$ cat config.mk
export PLATFORM = sky130hd
export DESIGN_NAME = motor_regs
export DESIGN_NICKNAME = d
export VERILOG_FILES = /design/src/design/motor_regs_pkg.sv /design/src/design/reg_bus_if.sv /design/src/design/addr_decoder.sv /design/src/design/drive_channels.sv /design/src/design/rotation_channels.sv /design/src/design/motor_regs.sv
export VERILOG_INCLUDE_DIRS = /design/src /design/src/design
export SDC_FILE = /design/constraint.sdc
export NUM_CORES = 1
export LEC_CHECK = 0
export BUFFER_PORTS_ARGS = -buffer_cell sky130_fd_sc_hd__clkbuf_2
export CAP_MARGIN = 20
export CELL_PAD_IN_SITES_DETAIL_PLACEMENT = 0
export CELL_PAD_IN_SITES_GLOBAL_PLACEMENT = 1
export CORE_MARGIN = 2
export CORE_UTILIZATION = 45
export DETAILED_ROUTE_END_ITERATION = 8
export PLACE_DENSITY = 0.84
export SETUP_SLACK_MARGIN = 0.5
export SLEW_MARGIN = 20
export SYNTH_ARGS = -nofsm -noshare
export SYNTH_HDL_FRONTEND = slang
export SYNTH_SLANG_ARGS = --single-unit
$ cat constraint.sdc
create_clock -name clock -period 3.35 [get_ports clock]
set_input_delay 0 -clock clock [delete_from_list [all_inputs] [get_ports clock]]
set_output_delay 0 -clock clock [all_outputs]
set_load 0.01 [all_outputs]
$ cat src/design/motor_regs_defines.svh
// Address map, channel counts and field widths of the motor register block
// Included by the package, the RTL and the testbench
`ifndef MOTOR_REGS_DEFINES_SVH
`define MOTOR_REGS_DEFINES_SVH

`define ADDR_W          6       // Host address width
`define DATA_W          8       // Register width
`define NUM_CH          4       // Channels per bank
`define ANGLE_W         12      // Rotation angle width
`define TEMP_W          6       // Temperature bits kept in status
`define PWM_W           5       // Drive PWM width

// Broadcast writes to control registers
`define BCAST_ALL       6'h01   // Every control register
`define BCAST_ROT       6'h02   // Rotation control only
`define BCAST_DRIVE     6'h03   // Drive control only

`define DRIVE_BASE      6'h04   // Control at base+2n, status at base+2n+1
`define ROT_BASE        6'h0C   // Five registers per rotation channel
`define ROT_STRIDE      5

`define CMD_ABORT_BIT   4       // Command bits in current-high writes
`define CMD_UPDATE_BIT  5

`endif

$ cat src/design/motor_regs_pkg.sv
// Register layouts shared by the decoder and both channel banks
// Import inside a module body where a type is needed
`default_nettype none

`include "motor_regs_defines.svh"

package motor_regs_pkg;

    typedef struct packed {
        logic               brake;
        logic               enable;
        logic               direction;
        logic [`PWM_W-1:0]  pwm;        // Duty cycle
    } drive_ctrl_t;

    typedef struct packed {
        logic                       brake;
        logic                       enable;
        logic                       direction;
        logic                       rsvd;   // Unused, stored as written
        logic [`ANGLE_W-`DATA_W-1:0] target_hi;
    } rot_ctrl_t;

    // Same stored byte, seen through whichever bank owns it
    typedef union packed {
        drive_ctrl_t drive;
        rot_ctrl_t   rot;
    } ctrl_word_u;

    typedef struct packed {
        logic               fault;
        logic               startup_fail;
        logic [`TEMP_W-1:0] temp;       // ADC bit 6 not kept
    } status_t;

    // Register slot within one channel, in address order
    typedef enum logic [2:0] {
        CONTROL, STATUS, TARGET_LO, CURRENT_LO, CURRENT_HI
    } ch_field_e;

    typedef logic [1:0] ch_idx_t;

endpackage

`default_nettype wire

$ cat src/design/reg_bus_if.sv
// Write and read path from the address decoder to one channel bank
// The decoder resolves the address, the bank only sees channel and field
`timescale 1ns/10ps
`default_nettype none

`include "motor_regs_defines.svh"

interface reg_bus_if;
    import motor_regs_pkg::*;

    logic               wr_stb;     // One-cycle write
    logic               bcast;      // Write control field of every channel
    ch_idx_t            ch;
    ch_field_e          field;
    logic [`DATA_W-1:0] wr_data;
    logic [`DATA_W-1:0] rd_word;    // Combinational, follows ch and field

    modport decoder (output wr_stb, bcast, ch, field, wr_data, input rd_word);

    modport bank (input wr_stb, bcast, ch, field, wr_data, output rd_word);

endinterface

`default_nettype wire

$ cat src/design/addr_decoder.sv
// Host address decoder for the motor register block
// Maps each address to a bank, channel and field, and registers read data
`timescale 1ns/10ps
`default_nettype none

`include "motor_regs_defines.svh"

module addr_decoder (
    input  wire logic               clock,
    input  wire logic               arst_n,
    input  wire logic [`ADDR_W-1:0] address,
    input  wire logic               write_en,
    input  wire logic               read_en,
    input  wire logic [`DATA_W-1:0] wr_data,
    output logic      [`DATA_W-1:0] rd_data,
    reg_bus_if.decoder              drive_bus,
    reg_bus_if.decoder              rot_bus
);
    import motor_regs_pkg::*;

    // First address past each bank
    localparam logic [`ADDR_W-1:0] DRIVE_END = `ADDR_W'(`DRIVE_BASE + 2 * `NUM_CH);
    localparam logic [`ADDR_W-1:0] ROT_END   = `ADDR_W'(`ROT_BASE + `ROT_STRIDE * `NUM_CH);

    logic [`ADDR_W-1:0] drive_off;
    logic [`ADDR_W-1:0] rot_off;
    logic               drive_hit, rot_hit;
    logic               drive_bcast, rot_bcast;
    ch_idx_t            drive_ch, rot_ch;
    ch_field_e          drive_fld, rot_fld;

    always_comb begin
        drive_off = address - `DRIVE_BASE;
        rot_off   = address - `ROT_BASE;
        drive_hit = (address >= `DRIVE_BASE) && (address < DRIVE_END);
        rot_hit   = (address >= `ROT_BASE) && (address < ROT_END);
        drive_ch  = ch_idx_t'(drive_off[2:1]);          // Two addresses per channel
        drive_fld = drive_off[0] ? STATUS : CONTROL;
        // Last stride boundary passed picks the channel
        rot_ch  = '0;
        rot_fld = CONTROL;
        for (int n = 0; n < `NUM_CH; n++) begin
            if (rot_off >= `ADDR_W'(n * `ROT_STRIDE)) begin
                rot_ch  = ch_idx_t'(n);
                rot_fld = ch_field_e'(3'(rot_off - `ADDR_W'(n * `ROT_STRIDE)));
            end
        end
        drive_bcast = (address == `BCAST_ALL) || (address == `BCAST_DRIVE);
        rot_bcast   = (address == `BCAST_ALL) || (address == `BCAST_ROT);
    end

    assign drive_bus.wr_stb  = write_en && (drive_hit || drive_bcast);
    assign drive_bus.bcast   = drive_bcast;
    assign drive_bus.ch      = drive_ch;
    assign drive_bus.field   = drive_fld;
    assign drive_bus.wr_data = wr_data;

    assign rot_bus.wr_stb  = write_en && (rot_hit || rot_bcast);
    assign rot_bus.bcast   = rot_bcast;
    assign rot_bus.ch      = rot_ch;
    assign rot_bus.field   = rot_fld;
    assign rot_bus.wr_data = wr_data;

    // Read data holds until the next read
    always_ff @(posedge clock or negedge arst_n) begin
        if (!arst_n) begin
            rd_data <= '0;
        end else if (read_en) begin
            if (drive_hit) begin
                rd_data <= drive_bus.rd_word;
            end else if (rot_hit) begin
                rd_data <= rot_bus.rd_word;
            end else begin
                rd_data <= '0;                          // Broadcast and unmapped read zero
            end
        end
    end

    // Only the all-channel broadcast may write both banks at once
    a_dual_strobe: assert property (@(posedge clock) disable iff (!arst_n)
        drive_bus.wr_stb && rot_bus.wr_stb |-> address == `BCAST_ALL);

endmodule

`default_nettype wire

$ cat src/design/drive_channels.sv
// Drive-motor bank, four control words and four captured status bytes
// Control fields go straight out to the motor drivers
`timescale 1ns/10ps
`default_nettype none

`include "motor_regs_defines.svh"

module drive_channels (
    input  wire logic                             clock,
    input  wire logic                             arst_n,
    reg_bus_if.bank                               bus,
    input  wire logic [`NUM_CH-1:0]               fault,
    input  wire logic [`NUM_CH-1:0]               startup_fail,
    input  wire logic [`NUM_CH-1:0][`TEMP_W:0]    temp,       // Top bit dropped
    output logic      [`NUM_CH-1:0]               brake,
    output logic      [`NUM_CH-1:0]               enable,
    output logic      [`NUM_CH-1:0]               direction,
    output logic      [`NUM_CH-1:0][`PWM_W-1:0]   pwm
);
    import motor_regs_pkg::*;

    ctrl_word_u ctrl_q   [`NUM_CH];
    status_t    status_q [`NUM_CH];

    // Control writes, addressed or broadcast
    always_ff @(posedge clock or negedge arst_n) begin
        if (!arst_n) begin
            for (int n = 0; n < `NUM_CH; n++) begin
                ctrl_q[n] <= '0;
            end
        end else if (bus.wr_stb) begin
            for (int n = 0; n < `NUM_CH; n++) begin
                if (bus.bcast || (bus.field == CONTROL && bus.ch == ch_idx_t'(n))) begin
                    ctrl_q[n] <= bus.wr_data;
                end
            end
        end
    end

    // Status sampled every cycle
    always_ff @(posedge clock) begin
        for (int n = 0; n < `NUM_CH; n++) begin
            status_q[n] <= {fault[n], startup_fail[n], temp[n][`TEMP_W-1:0]};
        end
    end

    always_comb begin
        for (int n = 0; n < `NUM_CH; n++) begin
            brake[n]     = ctrl_q[n].drive.brake;
            enable[n]    = ctrl_q[n].drive.enable;
            direction[n] = ctrl_q[n].drive.direction;
            pwm[n]       = ctrl_q[n].drive.pwm;
        end
    end

    // Drive channels own only two slots
    always_comb begin
        case (bus.field)
            CONTROL: bus.rd_word = ctrl_q[bus.ch];
            STATUS:  bus.rd_word = status_q[bus.ch];
            default: bus.rd_word = '0;
        endcase
    end

endmodule

`default_nettype wire

$ cat src/design/rotation_channels.sv
// Rotation-motor bank with control, target angle, angle readback and command pulses
// Commands are write-only bits of the current-high slot
`timescale 1ns/10ps
`default_nettype none

`include "motor_regs_defines.svh"

module rotation_channels (
    input  wire logic                              clock,
    input  wire logic                              arst_n,
    reg_bus_if.bank                                bus,
    input  wire logic [`NUM_CH-1:0]                fault,
    input  wire logic [`NUM_CH-1:0]                startup_fail,
    input  wire logic [`NUM_CH-1:0][`TEMP_W:0]     temp,       // Top bit dropped
    input  wire logic [`NUM_CH-1:0][`ANGLE_W-1:0]  current_angle,
    input  wire logic [`NUM_CH-1:0]                angle_done,
    output logic      [`NUM_CH-1:0]                brake,
    output logic      [`NUM_CH-1:0]                enable,
    output logic      [`NUM_CH-1:0]                direction,
    output logic      [`NUM_CH-1:0][`ANGLE_W-1:0]  target_angle,
    output logic      [`NUM_CH-1:0]                update,
    output logic      [`NUM_CH-1:0]                abort
);
    import motor_regs_pkg::*;

    ctrl_word_u         ctrl_q   [`NUM_CH];
    logic [`DATA_W-1:0] tgt_lo_q [`NUM_CH];
    status_t            status_q [`NUM_CH];
    logic [`ANGLE_W-1:0] cur_q   [`NUM_CH];
    logic [`NUM_CH-1:0] done_q;
    logic [`NUM_CH-1:0] cmd_wr;         // Addressed write to current-high

    always_comb begin
        for (int n = 0; n < `NUM_CH; n++) begin
            cmd_wr[n] = bus.wr_stb && !bus.bcast && bus.field == CURRENT_HI
                        && bus.ch == ch_idx_t'(n);
        end
    end

    always_ff @(posedge clock or negedge arst_n) begin
        if (!arst_n) begin
            for (int n = 0; n < `NUM_CH; n++) begin
                ctrl_q[n]   <= '0;
                tgt_lo_q[n] <= '0;
            end
            update <= '0;
            abort  <= '0;
        end else begin
            for (int n = 0; n < `NUM_CH; n++) begin
                if (bus.wr_stb && (bus.bcast
                        || (bus.field == CONTROL && bus.ch == ch_idx_t'(n)))) begin
                    ctrl_q[n] <= bus.wr_data;
                end
                if (bus.wr_stb && !bus.bcast && bus.field == TARGET_LO
                        && bus.ch == ch_idx_t'(n)) begin
                    tgt_lo_q[n] <= bus.wr_data;
                end
                // Pulses last one cycle unless written again
                update[n] <= cmd_wr[n] && bus.wr_data[`CMD_UPDATE_BIT];
                abort[n]  <= cmd_wr[n] && bus.wr_data[`CMD_ABORT_BIT];
            end
        end
    end

    // Motor feedback sampled every cycle
    always_ff @(posedge clock) begin
        for (int n = 0; n < `NUM_CH; n++) begin
            status_q[n] <= {fault[n], startup_fail[n], temp[n][`TEMP_W-1:0]};
            cur_q[n]    <= current_angle[n];
            done_q[n]   <= angle_done[n];
        end
    end

    always_comb begin
        for (int n = 0; n < `NUM_CH; n++) begin
            brake[n]        = ctrl_q[n].rot.brake;
            enable[n]       = ctrl_q[n].rot.enable;
            direction[n]    = ctrl_q[n].rot.direction;
            target_angle[n] = {ctrl_q[n].rot.target_hi, tgt_lo_q[n]};  // Upper nibble in control
        end
    end

    always_comb begin
        case (bus.field)
            CONTROL:    bus.rd_word = ctrl_q[bus.ch];
            STATUS:     bus.rd_word = status_q[bus.ch];
            TARGET_LO:  bus.rd_word = tgt_lo_q[bus.ch];
            CURRENT_LO: bus.rd_word = cur_q[bus.ch][`DATA_W-1:0];
            CURRENT_HI: bus.rd_word = {done_q[bus.ch], 3'b000,
                                       cur_q[bus.ch][`ANGLE_W-1:`DATA_W]};
            default:    bus.rd_word = '0;
        endcase
    end

    // A second pulse cycle needs a current-high write in each of the two cycles before
    for (genvar n = 0; n < `NUM_CH; n++) begin : g_pulse_chk
        a_update_single: assert property (@(posedge clock) disable iff (!arst_n)
            update[n] && $past(update[n]) |->
                $past(bus.wr_stb && bus.field == CURRENT_HI, 1)
                && $past(bus.wr_stb && bus.field == CURRENT_HI, 2));
        a_abort_single: assert property (@(posedge clock) disable iff (!arst_n)
            abort[n] && $past(abort[n]) |->
                $past(bus.wr_stb && bus.field == CURRENT_HI, 1)
                && $past(bus.wr_stb && bus.field == CURRENT_HI, 2));
    end

endmodule

`default_nettype wire

$ cat src/design/motor_regs.sv
// Top level of the motor controller register block
// Host register port plus per-channel motor signals, wiring only
`timescale 1ns/10ps
`default_nettype none

`include "motor_regs_defines.svh"

module motor_regs (
    input  wire logic                              clock,
    input  wire logic                              arst_n,
    input  wire logic [`ADDR_W-1:0]                address,
    input  wire logic                              write_en,
    input  wire logic [`DATA_W-1:0]                wr_data,
    input  wire logic                              read_en,
    output logic      [`DATA_W-1:0]                rd_data,

    // Drive motors
    input  wire logic [`NUM_CH-1:0]                drive_fault,
    input  wire logic [`NUM_CH-1:0]                drive_startup_fail,
    input  wire logic [`NUM_CH-1:0][`TEMP_W:0]     drive_temp,        // ADC reading
    output logic      [`NUM_CH-1:0]                drive_brake,
    output logic      [`NUM_CH-1:0]                drive_enable,
    output logic      [`NUM_CH-1:0]                drive_direction,
    output logic      [`NUM_CH-1:0][`PWM_W-1:0]    drive_pwm,

    // Rotation motors
    input  wire logic [`NUM_CH-1:0]                rot_fault,
    input  wire logic [`NUM_CH-1:0]                rot_startup_fail,
    input  wire logic [`NUM_CH-1:0][`TEMP_W:0]     rot_temp,
    output logic      [`NUM_CH-1:0]                rot_brake,
    output logic      [`NUM_CH-1:0]                rot_enable,
    output logic      [`NUM_CH-1:0]                rot_direction,
    output logic      [`NUM_CH-1:0][`ANGLE_W-1:0]  rot_target_angle,
    input  wire logic [`NUM_CH-1:0][`ANGLE_W-1:0]  rot_current_angle, // From the encoder
    input  wire logic [`NUM_CH-1:0]                rot_angle_done,    // Arrived at target
    output logic      [`NUM_CH-1:0]                rot_update,        // Start move, one cycle
    output logic      [`NUM_CH-1:0]                rot_abort          // Stop move, one cycle
);

    reg_bus_if drive_bus ();
    reg_bus_if rot_bus ();

    addr_decoder addr_decoder_i (
        .clock      (clock),
        .arst_n     (arst_n),
        .address    (address),
        .write_en   (write_en),
        .read_en    (read_en),
        .wr_data    (wr_data),
        .rd_data    (rd_data),
        .drive_bus  (drive_bus.decoder),
        .rot_bus    (rot_bus.decoder)
    );

    drive_channels drive_channels_i (
        .clock          (clock),
        .arst_n         (arst_n),
        .bus            (drive_bus.bank),
        .fault          (drive_fault),
        .startup_fail   (drive_startup_fail),
        .temp           (drive_temp),
        .brake          (drive_brake),
        .enable         (drive_enable),
        .direction      (drive_direction),
        .pwm            (drive_pwm)
    );

    rotation_channels rotation_channels_i (
        .clock          (clock),
        .arst_n         (arst_n),
        .bus            (rot_bus.bank),
        .fault          (rot_fault),
        .startup_fail   (rot_startup_fail),
        .temp           (rot_temp),
        .current_angle  (rot_current_angle),
        .angle_done     (rot_angle_done),
        .brake          (rot_brake),
        .enable         (rot_enable),
        .direction      (rot_direction),
        .target_angle   (rot_target_angle),
        .update         (rot_update),
        .abort          (rot_abort)
    );

endmodule

`default_nettype wire

== After elaboration in Yosys (flattened, before gate mapping) ==
Memories as Yosys holds them, arrays and structs flattened.
Index checks and enable logic that the tools add are counted.
Word-level totals
  bits in registers: 116
  memories: 3
  word-level logic and storage cells: 130
  RAM bits: 112
  input bits: 142
Memory list
  rotation_channels_i.cur_q: depth 4, bits a word 12, rd ports 1, clocked after memory_dff 0, wr ports 4, RTL line rotation_channels.sv:29  | logic [`ANGLE_W-1:0] cur_q [`NUM_CH];
  drive_channels_i.status_q: depth 4, bits a word 8, rd ports 1, clocked after memory_dff 0, wr ports 4, RTL line drive_channels.sv:23  | status_t status_q [`NUM_CH];
  rotation_channels_i.status_q: depth 4, bits a word 8, rd ports 1, clocked after memory_dff 0, wr ports 4, RTL line rotation_channels.sv:28  | status_t status_q [`NUM_CH];
Operators by class
  $lt $le $gt $ge: 11
  mux-type cells: 23
  bitwise operators: 2
  $add $sub $neg: 5
  reductions and logical operators: 56
  eq/ne operators: 14
Operator list (number)
  two-way mux 8 bit: 8
  binary-select mux 8 bit (select 2 bit): 3
  one-hot mux 8 bit (5 select lines): 1
  logical AND 1 bit: 35
  >= comparator 6 x 4 -> 1 bit (second input constant): 3
  one-hot mux 8 bit (2 select lines): 1
  equality test 6 x 2 -> 1 bit (second input constant): 2
  >= comparator 6 x 3 -> 1 bit (second input constant): 2
  logical OR 1 bit: 12
  two-way mux 3 bit: 4
  subtractor 3 bit (second input constant): 3
  equality test 2 bit (second input constant): 4
  AND reduction 2 bit: 4
  equality test 3 x 2 -> 1 bit (second input constant): 2
  equality test 6 x 1 -> 1 bit (second input constant): 1
  >= comparator 3 bit (second input constant): 2
  >= comparator 6 x 1 -> 1 bit (second input constant): 1
  logical NOT 3 bit: 2
  less-than comparator 6 x 4 -> 1 bit (second input constant): 1
  less-than comparator 6 bit (second input constant): 1
  inverter 2 -> 3 bit: 2
  subtractor 6 x 4 -> 6 bit (second input constant): 1
  equality test 2 x 1 -> 1 bit (second input constant): 2
  logical NOT 2 bit: 2
  9 further kinds: 12

== Depth between registers and ports, before layout ==
Gate-level depths: netlist of the first run.
  depth in word-level cells: 12
  gate-level depth with buffers: 14
  depth with buffers taken out: 10

== Modules after synthesis ==
A second synthesis of the first run with hierarchy kept.
Second synthesis, totals
  cells, all modules: 787
  area, all modules: 9685.5 um2
By module, submodules not included
  rotation_channels: cells each 424, times used 1, seq. area each 3483.3 um2, area an instance 5871.9 um2
  drive_channels: cells each 254, times used 1, seq. area each 1441.4 um2, area an instance 2889.0 um2
  addr_decoder: cells each 109, times used 1, seq. area each 200.2 um2, area an instance 924.6 um2

== Least setup slack after synthesis of the first run ==
No wires, ideal clock.
  path kind: input -> register
  from: in address[2]
  to: reg addr_decoder_i.rd_data[4]
  arrival time: 2.821 ns
  setup time: 0.126 ns
  path buffers: 3
  stages: 13
  path slack: 0.403 ns
  cells stage by stage: clkbuf_1 > inv_1 > ha_1 > a22o_1 > a21oi_2 > and2_1 > buf_2 > mux2_4 > o21bai_2 > buf_6 > a21oi_1 > a211o_1 > a221o_1
On the way
  cells in the longest elaborated chain, start to end: 12
Ends and longest elaborated chain
  start, declared: RTL line motor_regs.sv:11  | input wire logic [`ADDR_W-1:0] address,
  subtractor 6 x 4 -> 6 bit (no source line)
  >= comparator 6 x 3 -> 1 bit: RTL line addr_decoder.sv:43  | if (rot_off >= `ADDR_W'(n * `ROT_STRIDE)) begin
  two-way mux 1 bit: RTL line addr_decoder.sv:43
  two-way mux 2 bit (2 in a row): RTL line addr_decoder.sv:43
  inverter 2 -> 3 bit (not written as such): RTL line rotation_channels.sv:85, rotation_channels.sv:87
  binary-select mux 8 bit (select 2 bit), on equally long branches: RTL line rotation_channels.sv:87, rotation_channels.sv:85
  two-way mux 8 bit, on equally long branches (2 in a row): RTL line rotation_channels.sv:87, rotation_channels.sv:85
  one-hot mux 8 bit (5 select lines): RTL line rotation_channels.sv:84  | case (bus.field)
  two-way mux 8 bit: RTL line addr_decoder.sv:71  | end else if (rot_hit) begin
  two-way mux 8 bit (*): RTL line addr_decoder.sv:69  | if (drive_hit) begin
  end signal, assigned: RTL line addr_decoder.sv:70  | rd_data <= drive_bus.rd_word;
  end signal, assigned: RTL line addr_decoder.sv:72  | rd_data <= rot_bus.rd_word;
  end, declared: RTL line addr_decoder.sv:15  | output logic [`DATA_W-1:0] rd_data,
Mark *: on every way between the ends. The rest lies on a longest branch, timed or not. The select of a mux whose other input is x is not followed.
A chain may end at the register's enable or synchronous reset.

== Final worst setup path of the first run ==
  from: in address[2]
  to: reg rotation_channels_i.tgt_lo_q (netlist bit rotation_channels_i.target_angle[31])
On the way
  cells in the longest elaborated chain, start to end: 9
Ends and longest elaborated chain
  subtractor 6 x 4 -> 6 bit (no source line)
  >= comparator 6 x 1 -> 1 bit: RTL line addr_decoder.sv:43
  two-way mux 3 bit (4 in a row): RTL line addr_decoder.sv:43
  equality test 3 x 2 -> 1 bit: RTL line rotation_channels.sv:54  | if (bus.wr_stb && !bus.bcast && bus.field == TARGET_LO
  logical AND 1 bit: RTL line rotation_channels.sv:54
  logical AND 1 bit (*): RTL line rotation_channels.sv:55  | && bus.ch == ch_idx_t'(n)) begin
  end signal, assigned by index: RTL line rotation_channels.sv:56  | tgt_lo_q[n] <= bus.wr_data;
  end, declared: RTL line rotation_channels.sv:27  | logic [`DATA_W-1:0] tgt_lo_q [`NUM_CH];
Mark *: on every way between the ends. The rest lies on a longest branch, timed or not.

==> metrics.txt, run 1 <==
# TYPE chip_impl_metric gauge
chip_impl_metric{name="synthSimpleGateAreaFrac",unit=""} 0.0583
chip_impl_metric{name="yosys_register_bits",unit=""} 228
chip_impl_metric{name="final_critical_path_required_period",unit="ps"} 2630
chip_impl_info{name="synthDominantAreaCellType",value="sky130_fd_sc_hd__dfrtp_1"} 1
chip_impl_metric{name="combPwrFrac",unit=""} 0.204
chip_impl_metric{name="numCtsBuffers",unit=""} 25
chip_impl_info{name="critical_path_top_delay_cell",value="sky130_fd_sc_hd__or4_1"} 1
chip_impl_metric{name="leakage",unit="nW"} 6.09
chip_impl_info{name="clock_tree_from_tritoncts",value="built"} 1
chip_impl_info{name="crit_path_start_kind",value="input pin"} 1
chip_impl_metric{name="synth.avg_cell_area",unit="um^2"} 12.7
chip_impl_info{name="synth.area.top_cells",value="sky130_fd_sc_hd__dfrtp_1 (30%), sky130_fd_sc_hd__dfxtp_1 (25%), sky130_fd_sc_hd__mux2_2 (9.8%)"} 1
chip_impl_metric{name="muxShareOfSynthArea",unit=""} 0.178
chip_impl_metric{name="numPortBuffers",unit=""} 241
chip_impl_metric{name="coreArea",unit="um^2"} 20200
chip_impl_metric{name="die-width",unit="um"} 147
chip_impl_metric{name="crit_path_max_incr_delay",unit="ps"} 650
chip_impl_info{name="status",value="finished, final reports clean"} 1
chip_impl_metric{name="global_route.overflow_total",unit=""} 0
chip_impl_metric{name="grt_pass1_vias",unit=""} 7723
chip_impl_metric{name="via_count",unit=""} 7326
chip_impl_metric{name="async_flop_share",unit=""} 0.491
chip_impl_metric{name="multiInputGateArea",unit="um^2"} 3660
chip_impl_info{name="hold_class",value="input pin to flop"} 1
chip_impl_info{name="cp-end-kind",value="flop"} 1
chip_impl_metric{name="reg2reg_setup_slack",unit="ps"} 1520
chip_impl_metric{name="max_buffers_root_to_sink",unit=""} 3
chip_impl_metric{name="seq_power_share",unit=""} 0.436
chip_impl_metric{name="clock_latency",unit="ps"} 510
chip_impl_metric{name="switching_power",unit="mW"} 2.12
chip_impl_metric{name="worst_slew_pin_slew",unit="ps"} 805
chip_impl_metric{name="cap_violations",unit=""} 0
chip_impl_metric{name="synth_fa_ha_area_frac",unit=""} 0.0203
chip_impl_metric{name="worst_hold_slack",unit="ps"} 41.0
chip_impl_metric{name="final.period_utilization",unit=""} 0.784
chip_impl_metric{name="number_of_distinct_library_cell_variants_in_the_gate_level_netlist_after_synthesis",unit=""} 60
chip_impl_metric{name="final_hpwl_dp",unit="mm"} 18.8
chip_impl_metric{name="yosys.area_share.xor_xnor",unit=""} 0.00285
chip_impl_metric{name="finish.net_count",unit=""} 1246
chip_impl_metric{name="design.die.area",unit="um^2"} 21700
chip_impl_metric{name="cts_resized",unit=""} 0
chip_impl_metric{name="yosysSeqAreaShare",unit=""} 0.555
chip_impl_metric{name="post_synth_instance_area",unit="um^2"} 9230
chip_impl_metric{name="drtIter0Drc",unit=""} 446
chip_impl_metric{name="compound_gate_fraction_of_synth_area",unit=""} 0.137
chip_impl_info{name="critPathKind",value="input pin to flop"} 1
chip_impl_metric{name="synth-edff-count",unit=""} 0
chip_impl_info{name="layout_commonest_cell",value="sky130_fd_sc_hd__clkbuf_2"} 1
chip_impl_metric{name="pwr_density",unit="nW/um^2"} 598
chip_impl_metric{name="detail_route.wirelength",unit="mm"} 28.5
chip_impl_metric{name="post_route_cells_drive_above_1_share",unit=""} 0.395
chip_impl_info{name="main_combinational_cell_family_by_area_after_synthesis",value="multiplexers"} 1
chip_impl_metric{name="viasPerCell",unit=""} 5.32
chip_impl_metric{name="ioPinCount",unit=""} 250
chip_impl_metric{name="total_setup_violations_reported_at_the_end_of_the_flow",unit=""} 0
chip_impl_metric{name="synth_largest_type_area_fraction",unit=""} 0.304
chip_impl_metric{name="slew_headroom",unit=""} 0.463
chip_impl_info{name="layout_common_cells",value="sky130_fd_sc_hd__clkbuf_2 (240), sky130_fd_sc_hd__dlygate4sd3_1 (127), sky130_fd_sc_hd__dfxtp_1 (116)"} 1
chip_impl_metric{name="grt_pass1_wl",unit="mm"} 43.7
chip_impl_metric{name="drt-wirelength-per-cell",unit="um"} 20.7
chip_impl_info{name="cts.root.buffer_cell",value="sky130_fd_sc_hd__clkbuf_16"} 1
chip_impl_metric{name="worst_setup_hold_path_clk_slew",unit="ps"} 60
chip_impl_metric{name="finalMaxSlewViolations",unit=""} 0
chip_impl_metric{name="detail_route.first_pass.iterations",unit=""} 5
chip_impl_metric{name="sequential_cell_area",unit="um^2"} 5120
chip_impl_info{name="grt_setup_unrepaired",value="false"} 1
chip_impl_metric{name="synthesized_instance_count",unit=""} 725
chip_impl_metric{name="htree_levels",unit=""} 1
chip_impl_metric{name="grt_util_all_layers",unit=""} 0.262
chip_impl_metric{name="area_growth",unit="%"} 38.9
chip_impl_metric{name="critical_path_required",unit="ps"} 3740
chip_impl_metric{name="postCtsSetupBuffers",unit=""} 0
chip_impl_metric{name="route.antenna.remaining_nets",unit=""} 0
chip_impl_metric{name="cts.sinks",unit=""} 228
chip_impl_metric{name="floorplan.initialDensity",unit=""} 0.457
chip_impl_metric{name="drc_errors",unit=""} 0
chip_impl_metric{name="p_int",unit="mW"} 5.55
chip_impl_metric{name="yosys_warnings",unit=""} 0
chip_impl_metric{name="core.rowCount",unit=""} 52
chip_impl_metric{name="pin_count_of_the_biggest_net_entering_global_routing",unit=""} 86
chip_impl_metric{name="setup-tns-final",unit="ps"} 0
chip_impl_metric{name="sw_frac_of_total",unit=""} 0.276
chip_impl_metric{name="layout.filler_cells",unit=""} 1546
chip_impl_metric{name="power.clock.fraction",unit=""} 0.360
chip_impl_metric{name="antenna_found_initial",unit=""} 1
chip_impl_metric{name="fmax",unit="GHz"} 0.381
chip_impl_metric{name="die_height",unit="um"} 147
chip_impl_metric{name="worst_ep_arrival_time",unit="ps"} 3020
chip_impl_info{name="timing.critical_path.cells",value="clkbuf_2 > inv_1 > ha_1 > a22o_1 > a21oi_2 > and2_1 > o221ai_4 > o21bai_2 > buf_4 > or4_1 > mux2_1"} 1
chip_impl_metric{name="worst-path-max-fanout",unit=""} 12
chip_impl_info{name="yosys_most_used_dff",value="sky130_fd_sc_hd__dfxtp_1"} 1
chip_impl_metric{name="ir_worst_vdd",unit="uV"} 516
chip_impl_metric{name="synth.net_count",unit=""} 882
chip_impl_metric{name="count_of_final_hold_check_violations",unit=""} 0
chip_impl_metric{name="global_placement_routability_congestion",unit=""} 0.888
chip_impl_metric{name="timing.clock.skew",unit="ps"} 7.52
[path summary, 6_finish.rpt]
| path | start | end | depth (start not counted) |
|---|---|---|---|
| setup / recovery | address[2] | rotation_channels_i.target_angle[31]$_DFFE_PN0P_ | 11 |
| hold / removal | address[0] | addr_decoder_i.rd_data[5]$_DFFE_PN0P_ | 4 |
| setup reg to reg | rotation_channels_i.target_angle[39]$_DFFE_PN0P_ | addr_decoder_i.rd_data[3]$_DFFE_PN0P_ | 7 |
| hold reg to reg | rotation_channels_i.ctrl_q[4]$_DFFE_PN0P_ | rotation_channels_i.ctrl_q[4]$_DFFE_PN0P_ | 1 |
| max in group asynchronous | arst_n | addr_decoder_i.rd_data[5]$_DFFE_PN0P_ | 3 |
| min in group asynchronous | arst_n | drive_channels_i.brake[0]$_DFFE_PN0P_ | 2 |
[area by class of cell]
class                      instances  area share
inverter                          12     0.00351
antenna                            1    0.000195
timing repair buffer             407       0.219
sequential                       228       0.400
clock buffer                      39      0.0609
tap                              270      0.0264
clock inverter                     6     0.00469
multi-input combinational        415       0.286
[worst max-delay path: cells and delay by family]
family | cells | cell delay, ps
simple gates | 2 | 930
mux | 1 | 410
compound gates | 4 | 860
fa+ha+maj | 1 | 280
buf+inv | 3 | 510
[per-stage QoR]
stage | instances | power, mW | area [um^2] | worst slack [ps] | util
CTS | 1377 | 7.68 | 12800 | 749 | 0.635
global placement | 1205 | 4.79 | 10700 | 303 | 0.530
finish | 1378 | 7.66 | 12800 | 723 | 0.635
floorplan | 725 | 4.25 | 9230 | 565 | -
global route | 1378 | 7.99 | 12800 | 516 | 0.635
detailed placement | 1205 | 4.82 | 10700 | 225 | 0.530
[cells in the mapped netlist, types with 3 or more instances]
cell	n
sky130_fd_sc_hd__a211o_1	3
sky130_fd_sc_hd__a211oi_1	4
sky130_fd_sc_hd__a21boi_0	5
sky130_fd_sc_hd__a21o_1	5
sky130_fd_sc_hd__a21oi_1	27
sky130_fd_sc_hd__a221o_1	3
sky130_fd_sc_hd__a221oi_1	6
sky130_fd_sc_hd__a22o_1	11
sky130_fd_sc_hd__a22oi_1	21
sky130_fd_sc_hd__a31oi_1	5
sky130_fd_sc_hd__and2_1	4
sky130_fd_sc_hd__buf_2	14
sky130_fd_sc_hd__buf_4	30
sky130_fd_sc_hd__clkbuf_1	23
sky130_fd_sc_hd__dfrtp_1	112
sky130_fd_sc_hd__dfxtp_1	116
sky130_fd_sc_hd__ha_1	15
sky130_fd_sc_hd__inv_1	12
sky130_fd_sc_hd__mux2_1	16
sky130_fd_sc_hd__mux2_2	80
sky130_fd_sc_hd__mux2i_1	17
sky130_fd_sc_hd__mux4_2	16
sky130_fd_sc_hd__nand2_1	50
sky130_fd_sc_hd__nand2b_1	3
sky130_fd_sc_hd__nand3_1	11
sky130_fd_sc_hd__nor2_1	18
sky130_fd_sc_hd__nor2_2	4
sky130_fd_sc_hd__nor4_4	3
sky130_fd_sc_hd__o21a_1	10
sky130_fd_sc_hd__o21ai_0	7
sky130_fd_sc_hd__o221ai_1	5
sky130_fd_sc_hd__o22a_1	5
sky130_fd_sc_hd__o2bb2ai_1	24
sky130_fd_sc_hd__o41ai_1	5
[power groups by stage]
stage          Sequential [mW]  Combinational, mW  Clock, mW
3_5_place_dp              3.38               1.44          0
4_1_cts                   3.33               1.56       2.79
2_1_floorplan             3.40              0.848          0
6_report                  3.34               1.57       2.76
3_3_place_gp              3.37               1.42          0
5_1_grt                   3.38               1.69       2.92
[kinds of logic (layout without fill, tap and decap cells)]
group	count (synthesis)	count (layout)
muxes	131	131
DFF	228	228
buffers and inverters	82	464
AOI/OAI and AO/OA	161	161
other	0	1
adders and majority gates	15	15
xor gates and xnor gates	3	3
and+or+nand+nor	105	105
[state kept, by name (all words and copies together), names as in the netlist, 8 cells and up]
name / count
rotation_channels_i.cur_q: 48
rotation_channels_i.target_angle: 48
drive_channels_i.status_q: 32
rotation_channels_i.status_q: 32
drive_channels_i.pwm: 20
addr_decoder_i.rd_data: 8
[layer usage]
| metal | GRT usage | vias up | part of all wire |
|---|---|---|---|
| met5 | 0 | - | 0 |
| met4 | 0.0813 | 0 | 0.031 |
| met3 | 0.0488 | 59 | 0.061 |
| met2 | 0.452 | 294 | 0.49 |
| met1 | 0.334 | 3613 | 0.42 |
| li1 | - | 3360 | - |
[timing repair]
item                                    4_1_cts  5_1_grt
endpoints found under the setup margin        0        0
hold endpoints to repair                    287        0
hold buffers                                127        0
No activity file was read; power rests on OpenSTA's default activity.
==> run 2, diff against run 1 <==
--- a/config.mk
+++ b/config.mk
@@ -11,9 +11,9 @@
 export CELL_PAD_IN_SITES_DETAIL_PLACEMENT = 0
 export CELL_PAD_IN_SITES_GLOBAL_PLACEMENT = 1
 export CORE_MARGIN = 2
-export CORE_UTILIZATION = 45
+export CORE_UTILIZATION = 41
 export DETAILED_ROUTE_END_ITERATION = 8
-export PLACE_DENSITY = 0.84
+export PLACE_DENSITY = 0.77
 export SETUP_SLACK_MARGIN = 0.5
 export SLEW_MARGIN = 20
 export SYNTH_ARGS = -nofsm -noshare
==> constraint.sdc (replaced) <==
create_clock -name clock -period 2.7 [get_ports clock]
set_input_delay 0 -clock clock [delete_from_list [all_inputs] [get_ports clock]]
set_output_delay 0 -clock clock [all_outputs]
set_load 0.01 [all_outputs]
==> run 2 against run 1 <==
Via count rose by 1.7%. Highest routed layer unchanged. Sequential share of layout area fell by 2.2 points. Routed wire length rose by 6.1%. Combinational power rose by 37%. Register-to-register slack got worse by 630 ps. Sequential power rose by 25%. Cell count rose by 2.8%. Clock-buffer cell count fell by 7.
==> metrics.txt, run 2 (synthesis results as in run 1) <==
# TYPE chip_impl_metric gauge
chip_impl_info{name="status",value="finished, final reports clean"} 1
chip_impl_metric{name="drc_errors",unit=""} 0
chip_impl_metric{name="cell_area_after_placement",unit="um^2"} 11200
chip_impl_metric{name="cts.sinks",unit=""} 228
chip_impl_metric{name="final_hpwl_dp",unit="mm"} 20.7
chip_impl_metric{name="total_setup_violations_reported_at_the_end_of_the_flow",unit=""} 0
chip_impl_info{name="clock_tree_from_tritoncts",value="built"} 1
chip_impl_metric{name="core.rowCount",unit=""} 54
chip_impl_info{name="capturing_point_of_the_worst_reg2reg_path",value="addr_decoder_i.rd_data[3]$_DFFE_PN0P_"} 1
chip_impl_metric{name="cap_violations",unit=""} 0
chip_impl_metric{name="antenna_found_initial",unit=""} 0
chip_impl_metric{name="route.antenna.remaining_nets",unit=""} 0
chip_impl_metric{name="dpl.cell_count",unit=""} 1237
chip_impl_metric{name="drtIter0Drc",unit=""} 349
chip_impl_metric{name="numPortBuffers",unit=""} 241
chip_impl_info{name="cts.root.buffer_cell",value="sky130_fd_sc_hd__clkbuf_16"} 1
chip_impl_metric{name="via_count",unit=""} 7449
chip_impl_metric{name="grt_pass1_wl",unit="mm"} 45.7
chip_impl_metric{name="htree_levels",unit=""} 1
chip_impl_metric{name="area_growth",unit="%"} 46.9
chip_impl_metric{name="worst_ep_arrival_time",unit="ps"} 2530
chip_impl_metric{name="fmax",unit="GHz"} 0.470
chip_impl_metric{name="worst_hold_slack",unit="ps"} 11.8
chip_impl_info{name="layout_commonest_cell",value="sky130_fd_sc_hd__clkbuf_2"} 1
chip_impl_metric{name="worstHoldPathCells",unit=""} 2
chip_impl_metric{name="count_of_final_hold_check_violations",unit=""} 0
chip_impl_info{name="timing.hold.worst_endpoint",value="rotation_channels_i.target_angle[30]$_DFFE_PN0P_"} 1
chip_impl_metric{name="detail_route.wirelength",unit="mm"} 30.2
chip_impl_metric{name="timing.clock.skew",unit="ps"} 10.5
chip_impl_metric{name="grt_util_all_layers",unit=""} 0.251
chip_impl_metric{name="worst-path-max-fanout",unit=""} 7
chip_impl_metric{name="design.die.area",unit="um^2"} 23700
chip_impl_metric{name="critical_path_buf_inv_count",unit=""} 3
chip_impl_metric{name="die-width",unit="um"} 154
chip_impl_metric{name="ir_worst_vdd",unit="uV"} 523
chip_impl_info{name="crit_path_start_kind",value="input pin"} 1
chip_impl_info{name="hold_class",value="input pin to flop"} 1
chip_impl_info{name="cp-end-kind",value="flop"} 1
chip_impl_metric{name="viasPerCell",unit=""} 5.26
chip_impl_metric{name="detail_route.first_pass.iterations",unit=""} 7
chip_impl_metric{name="pwr_density",unit="nW/um^2"} 728
chip_impl_metric{name="clock_latency",unit="ps"} 520
chip_impl_info{name="critical-path-top-delay-family",value="compound AO/OA/AOI/OAI gates"} 1
chip_impl_metric{name="worst_slew_pin_slew",unit="ps"} 923
chip_impl_info{name="hold_path.startpoint",value="wr_data[6]"} 1
chip_impl_info{name="layout_common_cells",value="sky130_fd_sc_hd__clkbuf_2 (236), sky130_fd_sc_hd__dlygate4sd3_1 (124), sky130_fd_sc_hd__dfxtp_1 (116)"} 1
chip_impl_metric{name="worst_setup_hold_path_clk_slew",unit="ps"} 60
chip_impl_metric{name="grt_pass1_vias",unit=""} 7865
chip_impl_info{name="grt_setup_unrepaired",value="false"} 1
chip_impl_metric{name="max_buffers_root_to_sink",unit=""} 3
chip_impl_metric{name="crit_path_max_incr_delay",unit="ps"} 380
chip_impl_metric{name="final.period_utilization",unit=""} 0.789
chip_impl_metric{name="numCtsBuffers",unit=""} 25
chip_impl_info{name="critical_path_top_delay_cell",value="sky130_fd_sc_hd__ha_1"} 1
chip_impl_info{name="critPathKind",value="input pin to flop"} 1
chip_impl_metric{name="global_route.overflow_total",unit=""} 0
chip_impl_metric{name="layout.cells.non_filler",unit=""} 1417
chip_impl_metric{name="coreArea",unit="um^2"} 22000
chip_impl_metric{name="finish.net_count",unit=""} 1275
chip_impl_metric{name="final_critical_path_required_period",unit="ps"} 2130
chip_impl_metric{name="finalMaxSlewViolations",unit=""} 0
chip_impl_metric{name="global_placement_routability_congestion",unit=""} 0.904
chip_impl_metric{name="leakage",unit="nW"} 6.41
chip_impl_metric{name="floorplan.initialDensity",unit=""} 0.420
chip_impl_metric{name="critical_path_required",unit="ps"} 3100
chip_impl_metric{name="die_height",unit="um"} 154
chip_impl_metric{name="drt-wirelength-per-cell",unit="um"} 21.3
chip_impl_info{name="timing.critical_path.cells",value="clkbuf_4 > inv_8 > ha_1 > a2111oi_4 > a211oi_2 > mux2_4 > o211ai_4 > buf_6 > a21oi_1 > a211o_1 > a221o_1"} 1
chip_impl_metric{name="post_route_cells_drive_above_1_share",unit=""} 0.445
chip_impl_metric{name="reg2reg_setup_slack",unit="ps"} 890
chip_impl_metric{name="slew_headroom",unit=""} 0.385
chip_impl_metric{name="reg2reg_depth",unit=""} 6
chip_impl_metric{name="pin_count_of_the_biggest_net_entering_global_routing",unit=""} 69
chip_impl_metric{name="cp_num_cells",unit=""} 11
chip_impl_metric{name="design_power_total",unit="mW"} 9.87
chip_impl_metric{name="ioPinCount",unit=""} 250
chip_impl_info{name="r2r-start",value="rotation_channels_i.target_angle[39]$_DFFE_PN0P_"} 1
chip_impl_metric{name="finalInstanceArea",unit="um^2"} 13600
chip_impl_metric{name="antenna-diode-count",unit=""} 0
## run 2: changes by cell type in the layout (fill, tap and decap cells not counted), moves of 4 or more
| cell | before | now |
|---|---|---|
| sky130_fd_sc_hd__clkbuf_2 | 240 | 236 |
| sky130_fd_sc_hd__clkinv_2 | 3 | 7 |
| sky130_fd_sc_hd__o41ai_2 | 0 | 5 |
| sky130_fd_sc_hd__clkbuf_1 | 6 | 2 |
| sky130_fd_sc_hd__a21oi_2 | 1 | 5 |
| sky130_fd_sc_hd__o41ai_1 | 5 | 0 |
| sky130_fd_sc_hd__mux2_2 | 80 | 45 |
| sky130_fd_sc_hd__ha_4 | 0 | 5 |
| sky130_fd_sc_hd__mux2_4 | 2 | 40 |
| sky130_fd_sc_hd__a21oi_1 | 27 | 22 |
| sky130_fd_sc_hd__clkbuf_8 | 6 | 2 |
| sky130_fd_sc_hd__buf_4 | 37 | 62 |
| sky130_fd_sc_hd__buf_6 | 1 | 7 |
| sky130_fd_sc_hd__ha_1 | 15 | 9 |
## run 2: final cells by class
type | instances | area, um^2
Fill cell | 1707 | 8410
Sequential cell | 228 | 5120
Multi-Input combinational cell | 415 | 4050
Timing Repair Buffer | 436 | 3090
Clock buffer | 32 | 736
Tap cell | 280 | 350
Clock inverter | 14 | 135
Inverter | 12 | 70.1
## run 2: how the worst max path moves through the flow
stage	endpoint	from	slack (ps)
after floorplan	addr_decoder_i.rd_data[4]$_DFFE_PN0P_	address[2]	220
after global placement	addr_decoder_i.rd_data[3]$_DFFE_PN0P_	address[0]	-170
after detailed placement	addr_decoder_i.rd_data[3]$_DFFE_PN0P_	address[0]	-220
after CTS	rotation_channels_i.target_angle[35]$_DFFE_PN0P_	address[1]	500
after global routing	addr_decoder_i.rd_data[0]$_DFFE_PN0P_	address[1]	490
final	addr_decoder_i.rd_data[5]$_DFFE_PN0P_	address[2]	570
## run 2: power by group
group / switching (mW) / internal [mW]
Clock: 1.41 / 2.13
Sequential: 0.345 / 3.83
Combinational: 1.03 / 1.12
Total: 2.79 / 7.08
## run 2: timing repair
action                                 CTS  global route
pin swaps                                4            10
endpoints found under the hold margin  251             0
hold buffers                           124             0
setup buffers                            3             7
setup endpoints to repair               16            83
resized for setup                       13            32
## run 2: stage by stage
step | utilization | TNS, ps | worst slack [ps]
after CTS | 0.609 | 0 | 501
after global placement | 0.509 | -1150 | -174
final | 0.617 | 0 | 570
after detailed placement | 0.509 | -1620 | -217
after global routing | 0.617 | 0 | 494
after floorplan | - | 0 | 224
## run 2: routing by layer
layer  global-route usage  wire length (um)
met3               0.0586              2010
met5                    0                 0
met2                0.425             14500
met4               0.0565               671
met1                0.328             13100
==> run 3, diff against run 2 <==
==> constraint.sdc (replaced) <==
create_clock -name clock -period 2.05 [get_ports clock]
set_input_delay 0 -clock clock [delete_from_list [all_inputs] [get_ports clock]]
set_output_delay 0 -clock clock [all_outputs]
set_load 0.01 [all_outputs]
==> run 3 against run 2 <==
Cell count is 2.9% higher. Utilization is 4.5 points higher. Die area stayed put. Combinational power is 49% higher. Register-to-register slack worse by 600 ps. Highest routed layer unchanged. Critical path type unchanged. Critical endpoint is now addr_decoder_i.rd_data[6]$_DFFE_PN0P_. The run now ends with negative setup slack left.
==> metrics.txt, run 3 (synthesis results as in run 1) <==
# TYPE chip_impl_metric gauge
chip_impl_metric{name="count_of_final_hold_check_violations",unit=""} 0
chip_impl_info{name="grt_setup_unrepaired",value="true"} 1
chip_impl_metric{name="drc_errors",unit=""} 0
chip_impl_metric{name="global_route.overflow_total",unit=""} 0
chip_impl_metric{name="finalInstanceArea",unit="um^2"} 14500
chip_impl_metric{name="final_critical_path_required_period",unit="ps"} 2080
chip_impl_info{name="critical_path_top_delay_cell",value="sky130_fd_sc_hd__mux2_4"} 1
chip_impl_metric{name="seq_power_share",unit=""} 0.413
chip_impl_info{name="clock_tree_from_tritoncts",value="built"} 1
chip_impl_metric{name="switching_power",unit="mW"} 3.79
chip_impl_metric{name="numPortBuffers",unit=""} 241
chip_impl_metric{name="multiInputGateArea",unit="um^2"} 4510
chip_impl_metric{name="grt_pass1_wl",unit="mm"} 47.7
chip_impl_metric{name="cell_area_after_placement",unit="um^2"} 11500
chip_impl_metric{name="reg2reg_setup_slack",unit="ps"} 290
chip_impl_metric{name="htree_levels",unit=""} 1
chip_impl_info{name="layout_common_cells",value="sky130_fd_sc_hd__clkbuf_2 (236), sky130_fd_sc_hd__dlygate4sd3_1 (121), sky130_fd_sc_hd__dfxtp_1 (116)"} 1
chip_impl_metric{name="numCtsBuffers",unit=""} 25
chip_impl_info{name="status",value="finished, violations left"} 1
chip_impl_metric{name="layout.filler_cells",unit=""} 1607
chip_impl_info{name="cp-end-kind",value="flop"} 1
chip_impl_metric{name="worst-path-max-fanout",unit=""} 8
chip_impl_metric{name="die-width",unit="um"} 154
chip_impl_metric{name="leakage",unit="nW"} 6.81
chip_impl_metric{name="worst_ep_arrival_time",unit="ps"} 2490
chip_impl_metric{name="detail_route.wirelength",unit="mm"} 31.0
chip_impl_metric{name="worst_slew_pin_slew",unit="ps"} 673
chip_impl_metric{name="route.antenna.remaining_nets",unit=""} 0
chip_impl_metric{name="clock_latency",unit="ps"} 530
chip_impl_metric{name="drtIter0Drc",unit=""} 378
chip_impl_metric{name="drt-wirelength-per-cell",unit="um"} 21.3
chip_impl_metric{name="floorplan.initialDensity",unit=""} 0.420
chip_impl_metric{name="die_height",unit="um"} 154
chip_impl_info{name="crit_top_cell",value="sky130_fd_sc_hd__buf_6"} 1
chip_impl_metric{name="pin_count_of_the_biggest_net_entering_global_routing",unit=""} 49
chip_impl_metric{name="grt_util_all_layers",unit=""} 0.259
chip_impl_metric{name="ioPinCount",unit=""} 250
chip_impl_info{name="timing.critical_path.from",value="address[0]"} 1
chip_impl_metric{name="layout.core_utilization",unit=""} 0.662
chip_impl_metric{name="final_hpwl_dp",unit="mm"} 21.0
chip_impl_metric{name="p_int",unit="mW"} 9.58
chip_impl_info{name="critical-path-top-delay-family",value="compound AO/OA/AOI/OAI gates"} 1
chip_impl_metric{name="fmax",unit="GHz"} 0.480
chip_impl_info{name="cts.root.buffer_cell",value="sky130_fd_sc_hd__clkbuf_16"} 1
chip_impl_metric{name="antenna_found_initial",unit=""} 0
chip_impl_metric{name="cap_violations",unit=""} 0
chip_impl_metric{name="core.rowCount",unit=""} 54
chip_impl_metric{name="total_setup_violations_reported_at_the_end_of_the_flow",unit=""} 2
chip_impl_info{name="cp-endpoint",value="addr_decoder_i.rd_data[6]$_DFFE_PN0P_"} 1
chip_impl_metric{name="max_buffers_root_to_sink",unit=""} 3
chip_impl_metric{name="cp_num_cells",unit=""} 12
chip_impl_metric{name="finalMaxSlewViolations",unit=""} 0
chip_impl_metric{name="via_count",unit=""} 7662
chip_impl_metric{name="crit_path_max_incr_delay",unit="ps"} 380
chip_impl_metric{name="final.period_utilization",unit=""} 1.02
chip_impl_metric{name="timing.clock.skew",unit="ps"} 25.4
chip_impl_metric{name="finish.net_count",unit=""} 1317
chip_impl_metric{name="antenna-diode-count",unit=""} 0
chip_impl_metric{name="detail_route.first_pass.iterations",unit=""} 5
chip_impl_metric{name="critical_path_required",unit="ps"} 2460
chip_impl_metric{name="critical_path_buf_inv_count",unit=""} 3
chip_impl_metric{name="design.die.area",unit="um^2"} 23700
chip_impl_metric{name="ir_worst_vdd",unit="uV"} 861
chip_impl_metric{name="setup-tns-final",unit="ps"} -36.6
chip_impl_metric{name="worst_setup_hold_path_clk_slew",unit="ps"} 60
chip_impl_info{name="capturing_point_of_the_worst_reg2reg_path",value="addr_decoder_i.rd_data[1]$_DFFE_PN0P_"} 1
chip_impl_info{name="timing.critical_path.cells",value="clkbuf_16 > buf_6 > ha_4 > nand2b_4 > a2111oi_4 > a211oi_2 > mux2_4 > o211ai_1 > buf_6 > a21oi_2 > a211o_1 > a221o_1"} 1
chip_impl_info{name="layout_commonest_cell",value="sky130_fd_sc_hd__clkbuf_2"} 1
chip_impl_metric{name="power.clock.fraction",unit=""} 0.348
chip_impl_info{name="violated_checks",value="negative setup slack"} 1
chip_impl_info{name="critPathKind",value="input pin to flop"} 1
chip_impl_metric{name="pwr_density",unit="nW/um^2"} 920
chip_impl_metric{name="worst_hold_slack",unit="ps"} 1.43
chip_impl_metric{name="cts.sinks",unit=""} 228
chip_impl_metric{name="combPwrFrac",unit=""} 0.239
chip_impl_info{name="crit_path_start_kind",value="input pin"} 1
chip_impl_metric{name="reg2reg_depth",unit=""} 7
chip_impl_metric{name="sw_frac_of_total",unit=""} 0.284
chip_impl_info{name="hold_class",value="input pin to flop"} 1
chip_impl_metric{name="viasPerCell",unit=""} 5.26
chip_impl_metric{name="slew_headroom",unit=""} 0.552
chip_impl_metric{name="post_route_cells_drive_above_1_share",unit=""} 0.517
chip_impl_metric{name="coreArea",unit="um^2"} 22000
chip_impl_metric{name="sequential_cell_area",unit="um^2"} 5120
chip_impl_metric{name="global_placement_routability_congestion",unit=""} 0.882
chip_impl_metric{name="grt_pass1_vias",unit=""} 8273
chip_impl_metric{name="post-route-worst-setup-slack",unit="ps"} -32.6
chip_impl_metric{name="area_growth",unit="%"} 57.5
chip_impl_info{name="r2r-start",value="rotation_channels_i.target_angle[37]$_DFFE_PN0P_"} 1
## run 3: changes by cell type in the layout (fill, tap and decap cells not counted), moves of 4 or more
cell,change
sky130_fd_sc_hd__buf_4,+22
sky130_fd_sc_hd__buf_6,+10
sky130_fd_sc_hd__mux2_1,-13
sky130_fd_sc_hd__o221ai_1,-4
sky130_fd_sc_hd__buf_12,+9
sky130_fd_sc_hd__mux2_4,+26
sky130_fd_sc_hd__mux2_2,-13
sky130_fd_sc_hd__nor2_1,-4
sky130_fd_sc_hd__nand2_1,-7
sky130_fd_sc_hd__o221ai_2,+4
sky130_fd_sc_hd__o2bb2ai_1,-11
sky130_fd_sc_hd__o2bb2ai_2,+8
sky130_fd_sc_hd__clkbuf_8,+6
sky130_fd_sc_hd__nand2_4,+4
## run 3: repair_timing
item,CTS,global route
pin swaps,28,25
endpoints found under the hold margin,200,0
gates cloned,1,0
setup endpoints to repair,112,112
buffers inserted,16,7
hold buffers,121,0
gates resized for setup,112,34
## run 3: worst min path at each step
stage / from / end / slack, ps / cells past startpoint
after global routing: wr_data[6] / rotation_channels_i.target_angle[42]$_DFFE_PN0P_ / 30 / 2
after floorplan: arst_n / addr_decoder_i.rd_data[0]$_DFFE_PN0P_ / -300 / 0
after CTS: wr_data[7] / rotation_channels_i.brake[1]$_DFFE_PN0P_ / 3 / 2
after global placement: arst_n / rotation_channels_i.enable[0]$_DFFE_PN0P_ / 70 / 1
final: wr_data[5] / rotation_channels_i.update[2]$_DFF_PN0_ / 1 / 3
after detailed placement: arst_n / rotation_channels_i.enable[0]$_DFFE_PN0P_ / 70 / 1
## run 3: layout make-up
| type | count | area share |
|---|---|---|
| Sequential cell | 228 | 0.353 |
| Multi-Input combinational cell | 415 | 0.311 |
| Timing Repair Buffer | 478 | 0.249 |
| Clock buffer | 35 | 0.0512 |
| Tap cell | 280 | 0.0241 |
| Clock inverter | 10 | 0.00784 |
| Inverter | 12 | 0.00482 |
## run 3: power groups by stage
| stage | Combinational (mW) | Sequential (mW) | Clock [mW] |
|---|---|---|---|
| after floorplan | 1.53 | 5.57 | 0 |
| after global placement | 2.59 | 5.56 | 0 |
| after detailed placement | 2.62 | 5.57 | 0 |
| after CTS | 3.10 | 5.50 | 4.70 |
| after global routing | 3.42 | 5.58 | 4.89 |
| final | 3.20 | 5.51 | 4.65 |
## run 3: per-stage QoR
| step | cells | power, mW | setup slack [ps] |
|---|---|---|---|
| floorplan | 725 | 7.10 | -426 |
| global placement | 1268 | 8.15 | -744 |
| detailed placement | 1268 | 8.19 | -747 |
| CTS | 1451 | 13.3 | 12.8 |
| global route | 1458 | 13.9 | -107 |
| finish | 1458 | 13.4 | -32.6 |
## run 3: routing by layer
metal	wire [um]	vias up	GRT usage
li1	-	3505	-
met1	12900	3823	0.333
met2	15000	287	0.439
met3	2220	47	0.0612
met4	829	0	0.0659
met5	0	-	0
## run 3: worst register-to-register path, delay by kind of cell, from the launching register on
kind	cells	cell delay, ps
buffers and inverters	1	170
AO/OA/AOI/OAI	5	920
flip-flops	1	410
multiplexers	1	120
